===== config.mk =====
export PLATFORM = sky130hd
export DESIGN_NAME = id_top
export DESIGN_NICKNAME = d
export VERILOG_FILES = /design/src/source/isa_pkg.sv /design/src/source/pipe_pkg.sv /design/src/source/decoder.sv /design/src/source/regfile.sv /design/src/source/id_stage.sv /design/src/source/id_ex_reg.sv /design/src/source/id_top.sv
export VERILOG_INCLUDE_DIRS = /design/src /design/src/source
export SDC_FILE = /design/constraint.sdc
export NUM_CORES = 2
export LEC_CHECK = 0
export BUFFER_PORTS_ARGS = -buffer_cell sky130_fd_sc_hd__buf_2
export CORE_ASPECT_RATIO = 2
export CORE_MARGIN = 5
export CORE_UTILIZATION = 55
export DETAILED_ROUTE_END_ITERATION = 12
export PLACE_DENSITY = 0.73
export SLEW_MARGIN = 25
export SYNTH_ARGS = -nofsm -noshare
export SYNTH_HDL_FRONTEND = slang
export SYNTH_SLANG_ARGS = --single-unit

===== constraint.sdc =====
create_clock -name clock -period 7.5 [get_ports clock]
set_input_delay 0 -clock clock [delete_from_list [all_inputs] [get_ports clock]]
set_output_delay 0 -clock clock [all_outputs]
set_load 0.02 [all_outputs]

===== src/source/rv_params.svh =====
// width and register-count macros for the decode stage, included by the packages and the RTL
`ifndef RV_PARAMS_SVH
`define RV_PARAMS_SVH

//////////////////////////////
// datapath
//////////////////////////////

// data width of the integer datapath
`define XLEN 32

//////////////////////////////
// register file
//////////////////////////////

// architectural integer registers
`define NUM_REGS 32
// bits needed to name one register
`define REG_IDX_W 5
// x0, hardwired to zero
`define ZERO_REG {`REG_IDX_W{1'b0}}

// one-bit control levels
`define TRUE 1'b1
`define FALSE 1'b0

`endif


===== src/source/isa_pkg.sv =====
// RV32IM encoding types, imported by the decoder to match opcode, funct3 and funct7
`include "rv_params.svh"

package isa_pkg;

	//////////////////////////////
	// major opcodes
	//////////////////////////////

	typedef enum logic [6:0] {
		OPC_LUI    = 7'b0110111,
		OPC_AUIPC  = 7'b0010111,
		OPC_JAL    = 7'b1101111,
		OPC_JALR   = 7'b1100111,
		OPC_BRANCH = 7'b1100011,
		OPC_LOAD   = 7'b0000011,
		OPC_STORE  = 7'b0100011,
		OPC_OP_IMM = 7'b0010011,
		OPC_OP     = 7'b0110011,
		OPC_SYSTEM = 7'b1110011
	} opcode_e;

	// funct3 of the integer ALU ops, shared by OP and OP_IMM
	localparam logic [2:0] F3_ADD  = 3'b000;
	localparam logic [2:0] F3_SLL  = 3'b001;
	localparam logic [2:0] F3_SLT  = 3'b010;
	localparam logic [2:0] F3_SLTU = 3'b011;
	localparam logic [2:0] F3_XOR  = 3'b100;
	// SRL and SRA, told apart by funct7
	localparam logic [2:0] F3_SR   = 3'b101;
	localparam logic [2:0] F3_OR   = 3'b110;
	localparam logic [2:0] F3_AND  = 3'b111;

	// funct3 of the multiply group under FUNCT7_MULDIV
	localparam logic [2:0] F3_MUL    = 3'b000;
	localparam logic [2:0] F3_MULH   = 3'b001;
	localparam logic [2:0] F3_MULHSU = 3'b010;
	localparam logic [2:0] F3_MULHU  = 3'b011;

	// loads
	localparam logic [2:0] F3_LB  = 3'b000;
	localparam logic [2:0] F3_LH  = 3'b001;
	localparam logic [2:0] F3_LW  = 3'b010;
	localparam logic [2:0] F3_LBU = 3'b100;
	localparam logic [2:0] F3_LHU = 3'b101;

	// stores
	localparam logic [2:0] F3_SB = 3'b000;
	localparam logic [2:0] F3_SH = 3'b001;
	localparam logic [2:0] F3_SW = 3'b010;

	// conditional branches
	localparam logic [2:0] F3_BEQ  = 3'b000;
	localparam logic [2:0] F3_BNE  = 3'b001;
	localparam logic [2:0] F3_BLT  = 3'b100;
	localparam logic [2:0] F3_BGE  = 3'b101;
	localparam logic [2:0] F3_BLTU = 3'b110;
	localparam logic [2:0] F3_BGEU = 3'b111;

	// CSR access under SYSTEM
	localparam logic [2:0] F3_CSRRW = 3'b001;
	localparam logic [2:0] F3_CSRRS = 3'b010;
	localparam logic [2:0] F3_CSRRC = 3'b011;

	// funct7 groups
	localparam logic [6:0] FUNCT7_BASE   = 7'b0000000;
	localparam logic [6:0] FUNCT7_ALT    = 7'b0100000;
	localparam logic [6:0] FUNCT7_MULDIV = 7'b0000001;

	// R-type field layout, msb first
	typedef struct packed {
		logic [6:0]            funct7;
		logic [`REG_IDX_W-1:0] rs2;
		logic [`REG_IDX_W-1:0] rs1;
		logic [2:0]            funct3;
		logic [`REG_IDX_W-1:0] rd;
		opcode_e               opcode;
	} inst_t;

	// wait for interrupt, used as the halt word
	localparam logic [31:0] WFI_INST = 32'h10500073;

endpackage


===== src/source/pipe_pkg.sv =====
// pipeline packet and control-select types shared by the decode stage and its neighbours
`include "rv_params.svh"

package pipe_pkg;

	import isa_pkg::*;

	//////////////////////////////
	// datapath selects
	//////////////////////////////

	// alu operand a source
	typedef enum logic [1:0] {
		OPA_IS_RS1  = 2'h0,
		OPA_IS_PC   = 2'h1,
		OPA_IS_ZERO = 2'h2
	} opa_sel_e;

	// alu operand b source, immediates built in execute
	typedef enum logic [2:0] {
		OPB_IS_RS2   = 3'h0,
		OPB_IS_I_IMM = 3'h1,
		OPB_IS_S_IMM = 3'h2,
		OPB_IS_B_IMM = 3'h3,
		OPB_IS_U_IMM = 3'h4,
		OPB_IS_J_IMM = 3'h5
	} opb_sel_e;

	// destination register mux select
	typedef enum logic {
		DEST_RD   = 1'b0,
		DEST_NONE = 1'b1
	} dest_sel_e;

	typedef enum logic [3:0] {
		ALU_ADD, ALU_SUB, ALU_SLT, ALU_SLTU,
		ALU_AND, ALU_OR, ALU_XOR, ALU_SLL,
		ALU_SRL, ALU_SRA, ALU_MUL, ALU_MULH,
		ALU_MULHSU, ALU_MULHU
	} alu_func_e;

	// execution unit that takes the op after dispatch
	typedef enum logic [2:0] {
		ALU, BR, LD, ST, MULT
	} ex_channel_e;

	//////////////////////////////
	// packets
	//////////////////////////////

	typedef struct packed {
		logic             valid;
		inst_t            inst;
		logic [`XLEN-1:0] pc;
		logic [`XLEN-1:0] npc;
	} if_id_packet_t;

	// one retiring result from the reorder buffer
	typedef struct packed {
		logic                  valid;
		logic [`REG_IDX_W-1:0] dest_reg_idx;
		logic [`XLEN-1:0]      dest_reg_value;
	} retire_packet_t;

	typedef struct packed {
		logic                  valid;
		inst_t                 inst;
		logic [`XLEN-1:0]      pc;
		logic [`XLEN-1:0]      npc;
		logic [`XLEN-1:0]      rs1_value;
		logic [`XLEN-1:0]      rs2_value;
		opa_sel_e              opa_select;
		opb_sel_e              opb_select;
		alu_func_e             alu_func;
		logic [`REG_IDX_W-1:0] dest_reg_idx;
		logic                  rd_mem;
		logic                  wr_mem;
		logic                  cond_branch;
		logic                  uncond_branch;
		logic                  csr_op;
		logic                  halt;
		logic                  illegal;
		ex_channel_e           ex_channel;
	} id_ex_packet_t;

endpackage


===== src/source/decoder.sv =====
// combinational RV32IM decoder that turns one fetched word into datapath control fields
`timescale 1ns/1ns
`include "rv_params.svh"

module decoder import isa_pkg::*, pipe_pkg::*; (
	input  if_id_packet_t if_packet,
	output opa_sel_e      opa_select,
	output opb_sel_e      opb_select,
	output dest_sel_e     dest_sel,
	output alu_func_e     alu_func,
	output logic          rd_mem,
	output logic          wr_mem,
	output logic          cond_branch,
	output logic          uncond_branch,
	output logic          csr_op,
	output logic          halt,
	output logic          illegal,
	output logic          valid,
	output ex_channel_e   ex_channel
);

	inst_t inst;

	assign inst = if_packet.inst;
	// halt stays valid, illegal words drop out
	assign valid = if_packet.valid & ~illegal;

	always_comb begin
		// no-op defaults, kept for an invalid input
		opa_select    = OPA_IS_RS1;
		opb_select    = OPB_IS_RS2;
		dest_sel      = DEST_NONE;
		alu_func      = ALU_ADD;
		rd_mem        = `FALSE;
		wr_mem        = `FALSE;
		cond_branch   = `FALSE;
		uncond_branch = `FALSE;
		csr_op        = `FALSE;
		halt          = `FALSE;
		illegal       = `FALSE;
		ex_channel    = ALU;

		if (if_packet.valid) begin
			case (inst.opcode)
				OPC_LUI: begin
					dest_sel   = DEST_RD;
					opa_select = OPA_IS_ZERO;
					opb_select = OPB_IS_U_IMM;
				end
				OPC_AUIPC: begin
					dest_sel   = DEST_RD;
					opa_select = OPA_IS_PC;
					opb_select = OPB_IS_U_IMM;
				end
				OPC_JAL: begin
					dest_sel      = DEST_RD;
					opa_select    = OPA_IS_PC;
					opb_select    = OPB_IS_J_IMM;
					uncond_branch = `TRUE;
					ex_channel    = BR;
				end
				OPC_JALR: begin
					// jalr defines funct3 zero only
					if (inst.funct3 == 3'b000) begin
						dest_sel      = DEST_RD;
						opb_select    = OPB_IS_I_IMM;
						uncond_branch = `TRUE;
						ex_channel    = BR;
					end else begin
						illegal = `TRUE;
					end
				end
				OPC_BRANCH: begin
					case (inst.funct3)
						F3_BEQ, F3_BNE, F3_BLT, F3_BGE, F3_BLTU, F3_BGEU: begin
							opa_select  = OPA_IS_PC;
							opb_select  = OPB_IS_B_IMM;
							cond_branch = `TRUE;
							ex_channel  = BR;
						end
						default: illegal = `TRUE;
					endcase
				end
				OPC_LOAD: begin
					case (inst.funct3)
						F3_LB, F3_LH, F3_LW, F3_LBU, F3_LHU: begin
							dest_sel   = DEST_RD;
							opb_select = OPB_IS_I_IMM;
							rd_mem     = `TRUE;
							ex_channel = LD;
						end
						default: illegal = `TRUE;
					endcase
				end
				OPC_STORE: begin
					case (inst.funct3)
						F3_SB, F3_SH, F3_SW: begin
							opb_select = OPB_IS_S_IMM;
							wr_mem     = `TRUE;
							ex_channel = ST;
						end
						default: illegal = `TRUE;
					endcase
				end
				OPC_OP_IMM: begin
					dest_sel   = DEST_RD;
					opb_select = OPB_IS_I_IMM;
					case (inst.funct3)
						F3_ADD:  alu_func = ALU_ADD;
						F3_SLT:  alu_func = ALU_SLT;
						F3_SLTU: alu_func = ALU_SLTU;
						F3_XOR:  alu_func = ALU_XOR;
						F3_OR:   alu_func = ALU_OR;
						F3_AND:  alu_func = ALU_AND;
						// shift amount sits in rs2, funct7 picks the shift kind
						F3_SLL:  begin
							if (inst.funct7 == FUNCT7_BASE) alu_func = ALU_SLL;
							else illegal = `TRUE;
						end
						default: begin
							if (inst.funct7 == FUNCT7_BASE) alu_func = ALU_SRL;
							else if (inst.funct7 == FUNCT7_ALT) alu_func = ALU_SRA;
							else illegal = `TRUE;
						end
					endcase
				end
				OPC_OP: begin
					dest_sel = DEST_RD;
					case (inst.funct7)
						FUNCT7_BASE: begin
							case (inst.funct3)
								F3_ADD:  alu_func = ALU_ADD;
								F3_SLL:  alu_func = ALU_SLL;
								F3_SLT:  alu_func = ALU_SLT;
								F3_SLTU: alu_func = ALU_SLTU;
								F3_XOR:  alu_func = ALU_XOR;
								F3_SR:   alu_func = ALU_SRL;
								F3_OR:   alu_func = ALU_OR;
								default: alu_func = ALU_AND;
							endcase
						end
						FUNCT7_ALT: begin
							if (inst.funct3 == F3_ADD) alu_func = ALU_SUB;
							else if (inst.funct3 == F3_SR) alu_func = ALU_SRA;
							else illegal = `TRUE;
						end
						FUNCT7_MULDIV: begin
							ex_channel = MULT;
							// divide and remainder are not implemented
							case (inst.funct3)
								F3_MUL:    alu_func = ALU_MUL;
								F3_MULH:   alu_func = ALU_MULH;
								F3_MULHSU: alu_func = ALU_MULHSU;
								F3_MULHU:  alu_func = ALU_MULHU;
								default:   illegal  = `TRUE;
							endcase
						end
						default: illegal = `TRUE;
					endcase
				end
				OPC_SYSTEM: begin
					if (if_packet.inst == WFI_INST) begin
						halt = `TRUE;
					end else begin
						case (inst.funct3)
							F3_CSRRW, F3_CSRRS, F3_CSRRC: csr_op = `TRUE;
							default: illegal = `TRUE;
						endcase
					end
				end
				default: illegal = `TRUE;
			endcase

			// illegal words go out with no-op fields
			if (illegal) begin
				dest_sel   = DEST_NONE;
				opb_select = OPB_IS_RS2;
				alu_func   = ALU_ADD;
				ex_channel = ALU;
			end
		end
	end

endmodule


===== src/source/regfile.sv =====
// architectural register file of the decode stage, read by rs1/rs2 and written at retire
`timescale 1ns/1ns
`include "rv_params.svh"

module regfile (
	input                         clock,
	input                         reset,
	input  [`REG_IDX_W-1:0]       rda_idx,
	input  [`REG_IDX_W-1:0]       rdb_idx,
	output logic [`XLEN-1:0]      rda_out,
	output logic [`XLEN-1:0]      rdb_out,
	input                         wr_en,
	input  [`REG_IDX_W-1:0]       wr_idx,
	input  [`XLEN-1:0]            wr_data
);

	// x0 has no storage
	logic [`XLEN-1:0] registers [1:`NUM_REGS-1];

	// zero reg first, then same-cycle write, then storage
	function automatic logic [`XLEN-1:0] read_port(input logic [`REG_IDX_W-1:0] idx);
		if (idx == `ZERO_REG) return '0;
		if (wr_en && (wr_idx == idx)) return wr_data;
		return registers[idx];
	endfunction

	always_comb begin
		rda_out = read_port(rda_idx);
		rdb_out = read_port(rdb_idx);
	end

	always_ff @(posedge clock) begin
		if (reset) begin
			for (int i = 1; i < `NUM_REGS; i++) registers[i] <= '0;
		end else if (wr_en && (wr_idx != `ZERO_REG)) begin
			registers[wr_idx] <= wr_data;
		end
	end

endmodule


===== src/source/id_stage.sv =====
// unregistered decode stage, merges decoder fields, register reads and the destination mux
`timescale 1ns/1ns
`include "rv_params.svh"

module id_stage import pipe_pkg::*; (
	input                        clock,
	input                        reset,
	input  retire_packet_t       retire,
	input  if_id_packet_t        if_id,
	output id_ex_packet_t        decoded
);

	//////////////////////////////
	// decoder outputs
	//////////////////////////////

	opa_sel_e    opa_select;
	opb_sel_e    opb_select;
	dest_sel_e   dest_sel;
	alu_func_e   alu_func;
	ex_channel_e ex_channel;
	logic        rd_mem;
	logic        wr_mem;
	logic        cond_branch;
	logic        uncond_branch;
	logic        csr_op;
	logic        halt;
	logic        illegal;
	logic        valid;

	// source operand values
	logic [`XLEN-1:0] rs1_value;
	logic [`XLEN-1:0] rs2_value;

	decoder u_decoder (
		.if_packet     (if_id),
		.opa_select    (opa_select),
		.opb_select    (opb_select),
		.dest_sel      (dest_sel),
		.alu_func      (alu_func),
		.rd_mem        (rd_mem),
		.wr_mem        (wr_mem),
		.cond_branch   (cond_branch),
		.uncond_branch (uncond_branch),
		.csr_op        (csr_op),
		.halt          (halt),
		.illegal       (illegal),
		.valid         (valid),
		.ex_channel    (ex_channel)
	);

	// retire port writes, rs fields read
	regfile u_regfile (
		.clock   (clock),
		.reset   (reset),
		.rda_idx (if_id.inst.rs1),
		.rdb_idx (if_id.inst.rs2),
		.rda_out (rs1_value),
		.rdb_out (rs2_value),
		.wr_en   (retire.valid),
		.wr_idx  (retire.dest_reg_idx),
		.wr_data (retire.dest_reg_value)
	);

	always_comb begin
		decoded.valid         = valid;
		decoded.inst          = if_id.inst;
		decoded.pc            = if_id.pc;
		decoded.npc           = if_id.npc;
		decoded.rs1_value     = rs1_value;
		decoded.rs2_value     = rs2_value;
		decoded.opa_select    = opa_select;
		decoded.opb_select    = opb_select;
		decoded.alu_func      = alu_func;
		decoded.rd_mem        = rd_mem;
		decoded.wr_mem        = wr_mem;
		decoded.cond_branch   = cond_branch;
		decoded.uncond_branch = uncond_branch;
		decoded.csr_op        = csr_op;
		decoded.halt          = halt;
		decoded.illegal       = illegal;
		decoded.ex_channel    = ex_channel;
		// stores, branches and no-ops target x0
		case (dest_sel)
			DEST_RD: decoded.dest_reg_idx = if_id.inst.rd;
			default: decoded.dest_reg_idx = `ZERO_REG;
		endcase
	end

endmodule


===== src/source/id_ex_reg.sv =====
// ID/EX pipeline register between decode and dispatch, with stall hold and flush
`timescale 1ns/1ns
`include "rv_params.svh"

module id_ex_reg import pipe_pkg::*; (
	input                 clock,
	input                 reset,
	input                 stall,
	input                 flush,
	input  id_ex_packet_t d,
	output id_ex_packet_t q
);

	//////////////////////////////
	// state
	//////////////////////////////

	// valid is the only control bit
	logic          valid_q;
	// payload carries its own stale valid, replaced on output
	id_ex_packet_t payload_q;

	// flush wins over stall
	always_ff @(posedge clock) begin
		if (reset || flush) begin
			valid_q <= `FALSE;
		end else if (!stall) begin
			valid_q <= d.valid;
		end
	end

	// payload just holds while stalled
	always_ff @(posedge clock) begin
		if (!stall) begin
			payload_q <= d;
		end
	end

	always_comb begin
		q       = payload_q;
		q.valid = valid_q;
	end

endmodule


===== src/source/id_top.sv =====
// decode stage top, the combinational decode followed by the ID/EX register
`timescale 1ns/1ns

module id_top import pipe_pkg::*; (
	input                  clock,
	input                  reset,
	input                  stall,
	input                  flush,
	input  if_id_packet_t  if_id,
	input  retire_packet_t retire,
	output id_ex_packet_t  id_ex
);

	// decode result before the pipeline register
	id_ex_packet_t decoded;

	id_stage u_id_stage (
		.clock   (clock),
		.reset   (reset),
		.retire  (retire),
		.if_id   (if_id),
		.decoded (decoded)
	);

	// one cycle to the output
	id_ex_reg u_id_ex_reg (
		.clock (clock),
		.reset (reset),
		.stall (stall),
		.flush (flush),
		.d     (decoded),
		.q     (id_ex)
	);

endmodule


==> reports/qor.yml <==
clock_power_share: 0.360
post-dp-hpwl_mm: 118
netSwitchingFraction: 0.252
synth_simple_gate_area_share: 0.124
cp-startpoint: "if_id[86]"
synth_top_family_by_area: "multiplexers"
path_buf_inv: 4
timing.final.hold_violations: 0
ys_async_sr_fraction: 0
cp_common_cell: "sky130_fd_sc_hd__buf_4"
worst_setup_path_end_kind: "flip-flop"
syn-mean-instance-area_sq_um: 15.5
muxShareOfSynthArea: 0.220
synth_fa_ha_area_frac: 0
fin_crit_sh: 0.467
fmax_mhz: 285
timing.hold.worst.start: "if_id[71]"
internal-power_w: 0.0117
cp.depth: 7
clk_transition_reported_paths_ns: 0.07
antenna_found_initial: 18
grt_max_degree: 125
drt_pass1_iterations: 6
power.share.sequential: 0.515
total_vias_in_the_final_route: 40300
viasPerCell: 6.82
grt_util_met3: 0.0775
drt-initial-drc-count: 5197
postRouteWirelength_mm: 208
cpLargestDelayFamily: "buffers and inverters"
max_stage_delay_ns: 0.83
die_area_sq_mm: 0.119
yosysMostFrequentCell: "sky130_fd_sc_hd__edfxtp_1"
vdd.ir_drop.worst_mv: 0.194
place_congestion: 0.874
multi_input_area_sq_mm: 0.0240
cpMaxStageDelayCell: "sky130_fd_sc_hd__o31ai_1"
worst_setup_path_start_kind: "primary input"
grt_pass1_wl_mm: 292
holdCritPathClass: "in2reg"
critical_path.endpoint: "u_id_ex_reg.q[28]"
crit_chain: "dlygate4sd3_1 > buf_4 > buf_4 > nand2b_2 > buf_4 > o22ai_1 > o31ai_1"
groute.layer.met2.usage: 0.574
cts.sinks: 1209
cts_tree: "yes"
cap_violations: 0
relSlewSlack: 0.172
std_cell_rows: 173
seq_area_frac_synth: 0.590
initial_utilization: 0.553
cts_root_buffer: "sky130_fd_sc_hd__clkbuf_16"
postRouteAntennaNets: 0
yosysWarnings: 0
worst_clock_skew_ns: 0.0328
path_class: "in2reg"
numCtsBuffers: 103
global_route.usage.total: 0.345
synth.lib_cells_used.distinct: 64
setup_viol: 0
regToRegEndpoint: "u_id_ex_reg.q[28]"
setup_slack_of_the_most_critical_reg_to_reg_path_ns: 5.29
post_synth_design_cell_area_sq_mm: 0.0616
critical_path_required_ns: 7.91
ios: 324
synth-edff-count: 1208
synth.top_cell.area_share: 0.589
maximum_buffer_depth_of_the_clock_tree: 3
postCtsHoldBufs: 202
drive_above_1_share: 0.288
ff_latch_area_sq_mm: 0.0363
setup_repair_after_global_routing_missed_its_margin: "no"
postCtsSetupBuffers: 0
io_buffers: 323
post_cts_resized: 0
globalRoute.busiestLayer: "met2"
first_global_vias: 41200
synth_seq_cells: 1209
synthTopCellsByArea: "sky130_fd_sc_hd__edfxtp_1 59%, sky130_fd_sc_hd__mux4_2 18%, sky130_fd_sc_hd__and2_1 10%"
compound_gate_fraction_of_synth_area: 0.0372
synth_commonest_cells: "1,208 x sky130_fd_sc_hd__edfxtp_1, 998 x sky130_fd_sc_hd__and2_1, 480 x sky130_fd_sc_hd__mux4_2"
synthesis_to_finish_area_growth_pct: 14.0
core_region_area_sq_mm: 0.111
die_w_microns: 247
grt_overflow: 0
min_period_ns: 3.50
p_switching_w: 0.00395
ctsHtreeMaxLevel: 3
timing_worst_slew_pin_value_ns: 1.24
post_synth_xor_area_fraction: 0.00156
synthCells: 3967
reg2reg_from: "u_id_stage.u_regfile.registers[23][4]"
status: "finished clean"
worst_ep_arrival_time_ns: 3.91
drc: 0
n_fill_cell: 8043
totalNegativeSetupSlack_ns: 0
r2r_cells: 4
holdWs_ns: 0.0427
p_leak_nw: 24.5
power.density_cell_area_mw_per_mm2: 224
grt.met1_usage: 0.394
maxSlewViolCount: 0
comb_power_share: 0.126
synth-main-ff-cell: "sky130_fd_sc_hd__edfxtp_1"
critical_path.max_fanout: 25
routed_length_per_instance_microns: 35.2
power_w: 0.0157
die_h_microns: 483
layout.nets: 4454
synth_top_cell_by_area: "sky130_fd_sc_hd__edfxtp_1"
clkLatencyLatePin_ns: 0.75
-- placed cells by master, fill, tap and decap left out, types with 8 or more instances in the layout --
master                          count
sky130_fd_sc_hd__clkbuf_1          10
sky130_fd_sc_hd__a21oi_1           40
sky130_fd_sc_hd__or2_2             34
sky130_fd_sc_hd__dlygate4sd3_1    202
sky130_fd_sc_hd__clkinv_2          15
sky130_fd_sc_hd__diode_2           19
sky130_fd_sc_hd__mux2_2           125
sky130_fd_sc_hd__o31ai_1           64
sky130_fd_sc_hd__mux4_2           480
sky130_fd_sc_hd__clkinv_1          18
sky130_fd_sc_hd__bufinv_16         14
sky130_fd_sc_hd__nand3b_1           8
sky130_fd_sc_hd__clkbuf_16        103
sky130_fd_sc_hd__nand2_1           76
sky130_fd_sc_hd__conb_1            32
sky130_fd_sc_hd__edfxtp_1        1208
sky130_fd_sc_hd__o22ai_1           96
sky130_fd_sc_hd__nor4_1             8
sky130_fd_sc_hd__nor3_1            11
sky130_fd_sc_hd__buf_2            315
sky130_fd_sc_hd__nor2b_1           19
sky130_fd_sc_hd__nor2_1            45
sky130_fd_sc_hd__xor2_1             9
sky130_fd_sc_hd__mux2i_1          132
sky130_fd_sc_hd__a21o_1            32
sky130_fd_sc_hd__a211o_1           31
sky130_fd_sc_hd__buf_4             87
sky130_fd_sc_hd__nor2_4            32
sky130_fd_sc_hd__clkinvlp_4        14
sky130_fd_sc_hd__and2_1           998
sky130_fd_sc_hd__o221ai_1          32
-- stage by stage --
step | area, sq um | utilization | std cells | setup slack [ns]
floorplan | 61700 | - | 3998 | 3.42
global placement | 64600 | 0.580 | 5494 | 3.95
detailed placement | 64600 | 0.580 | 5495 | 4.02
CTS | 70100 | 0.630 | 5887 | 4.23
global route | 70100 | 0.630 | 5890 | 4.01
finish | 70200 | 0.631 | 5906 | 4.00
-- final cells by class --
class,instances,area share
antenna,19,0.000678
clock buffer,114,0.0375
clock inverter,76,0.0125
inverter,5,0.000374
multi-input combinational,2379,0.342
sequential,1209,0.517
tap,1487,0.0265
timing repair buffer,617,0.0635
-- routing by layer --
| metal | vias to the layer above | wire length (microns) |
|---|---|---|
| met3 | 975 | 22300 |
| met2 | 3158 | 102000 |
| met4 | 8 | 19000 |
| li1 | 16000 | - |
| met5 | - | 47 |
| met1 | 20100 | 64200 |
-- flip-flops by register name, indices dropped and copies added, names as in the netlist --
name,flops
u_id_stage.u_regfile.registers,1024
u_id_ex_reg.valid_q,1
u_id_ex_reg.q,184
-- how the worst min path moves through the flow --
stage	endpoint	depth (start not counted)
final	u_id_ex_reg.q[159]	2
after global routing	u_id_ex_reg.q[159]	2
after CTS	u_id_ex_reg.q[159]	2
after detailed placement	u_id_ex_reg.q[92]	1
after global placement	u_id_ex_reg.q[115]	1
after floorplan	u_id_ex_reg.valid_q	1
-- power by group through the flow --
stage	clock (W)	combinational, W	sequential (W)
global route	0.00594	0.00204	0.00810
finish	0.00564	0.00197	0.00808
floorplan	0	0.00110	0.00824
global placement	0	0.00184	0.00818
CTS	0.00566	0.00195	0.00806
detailed placement	0	0.00186	0.00821
-- cell families after synthesis --
group / after synthesis
other cells: 1
simple gates: 1276
compound gates: 323
buf+inv: 410
xor+xnor: 11
flops: 1209
mux: 737
No activity file was read; power rests on OpenSTA's default activity.
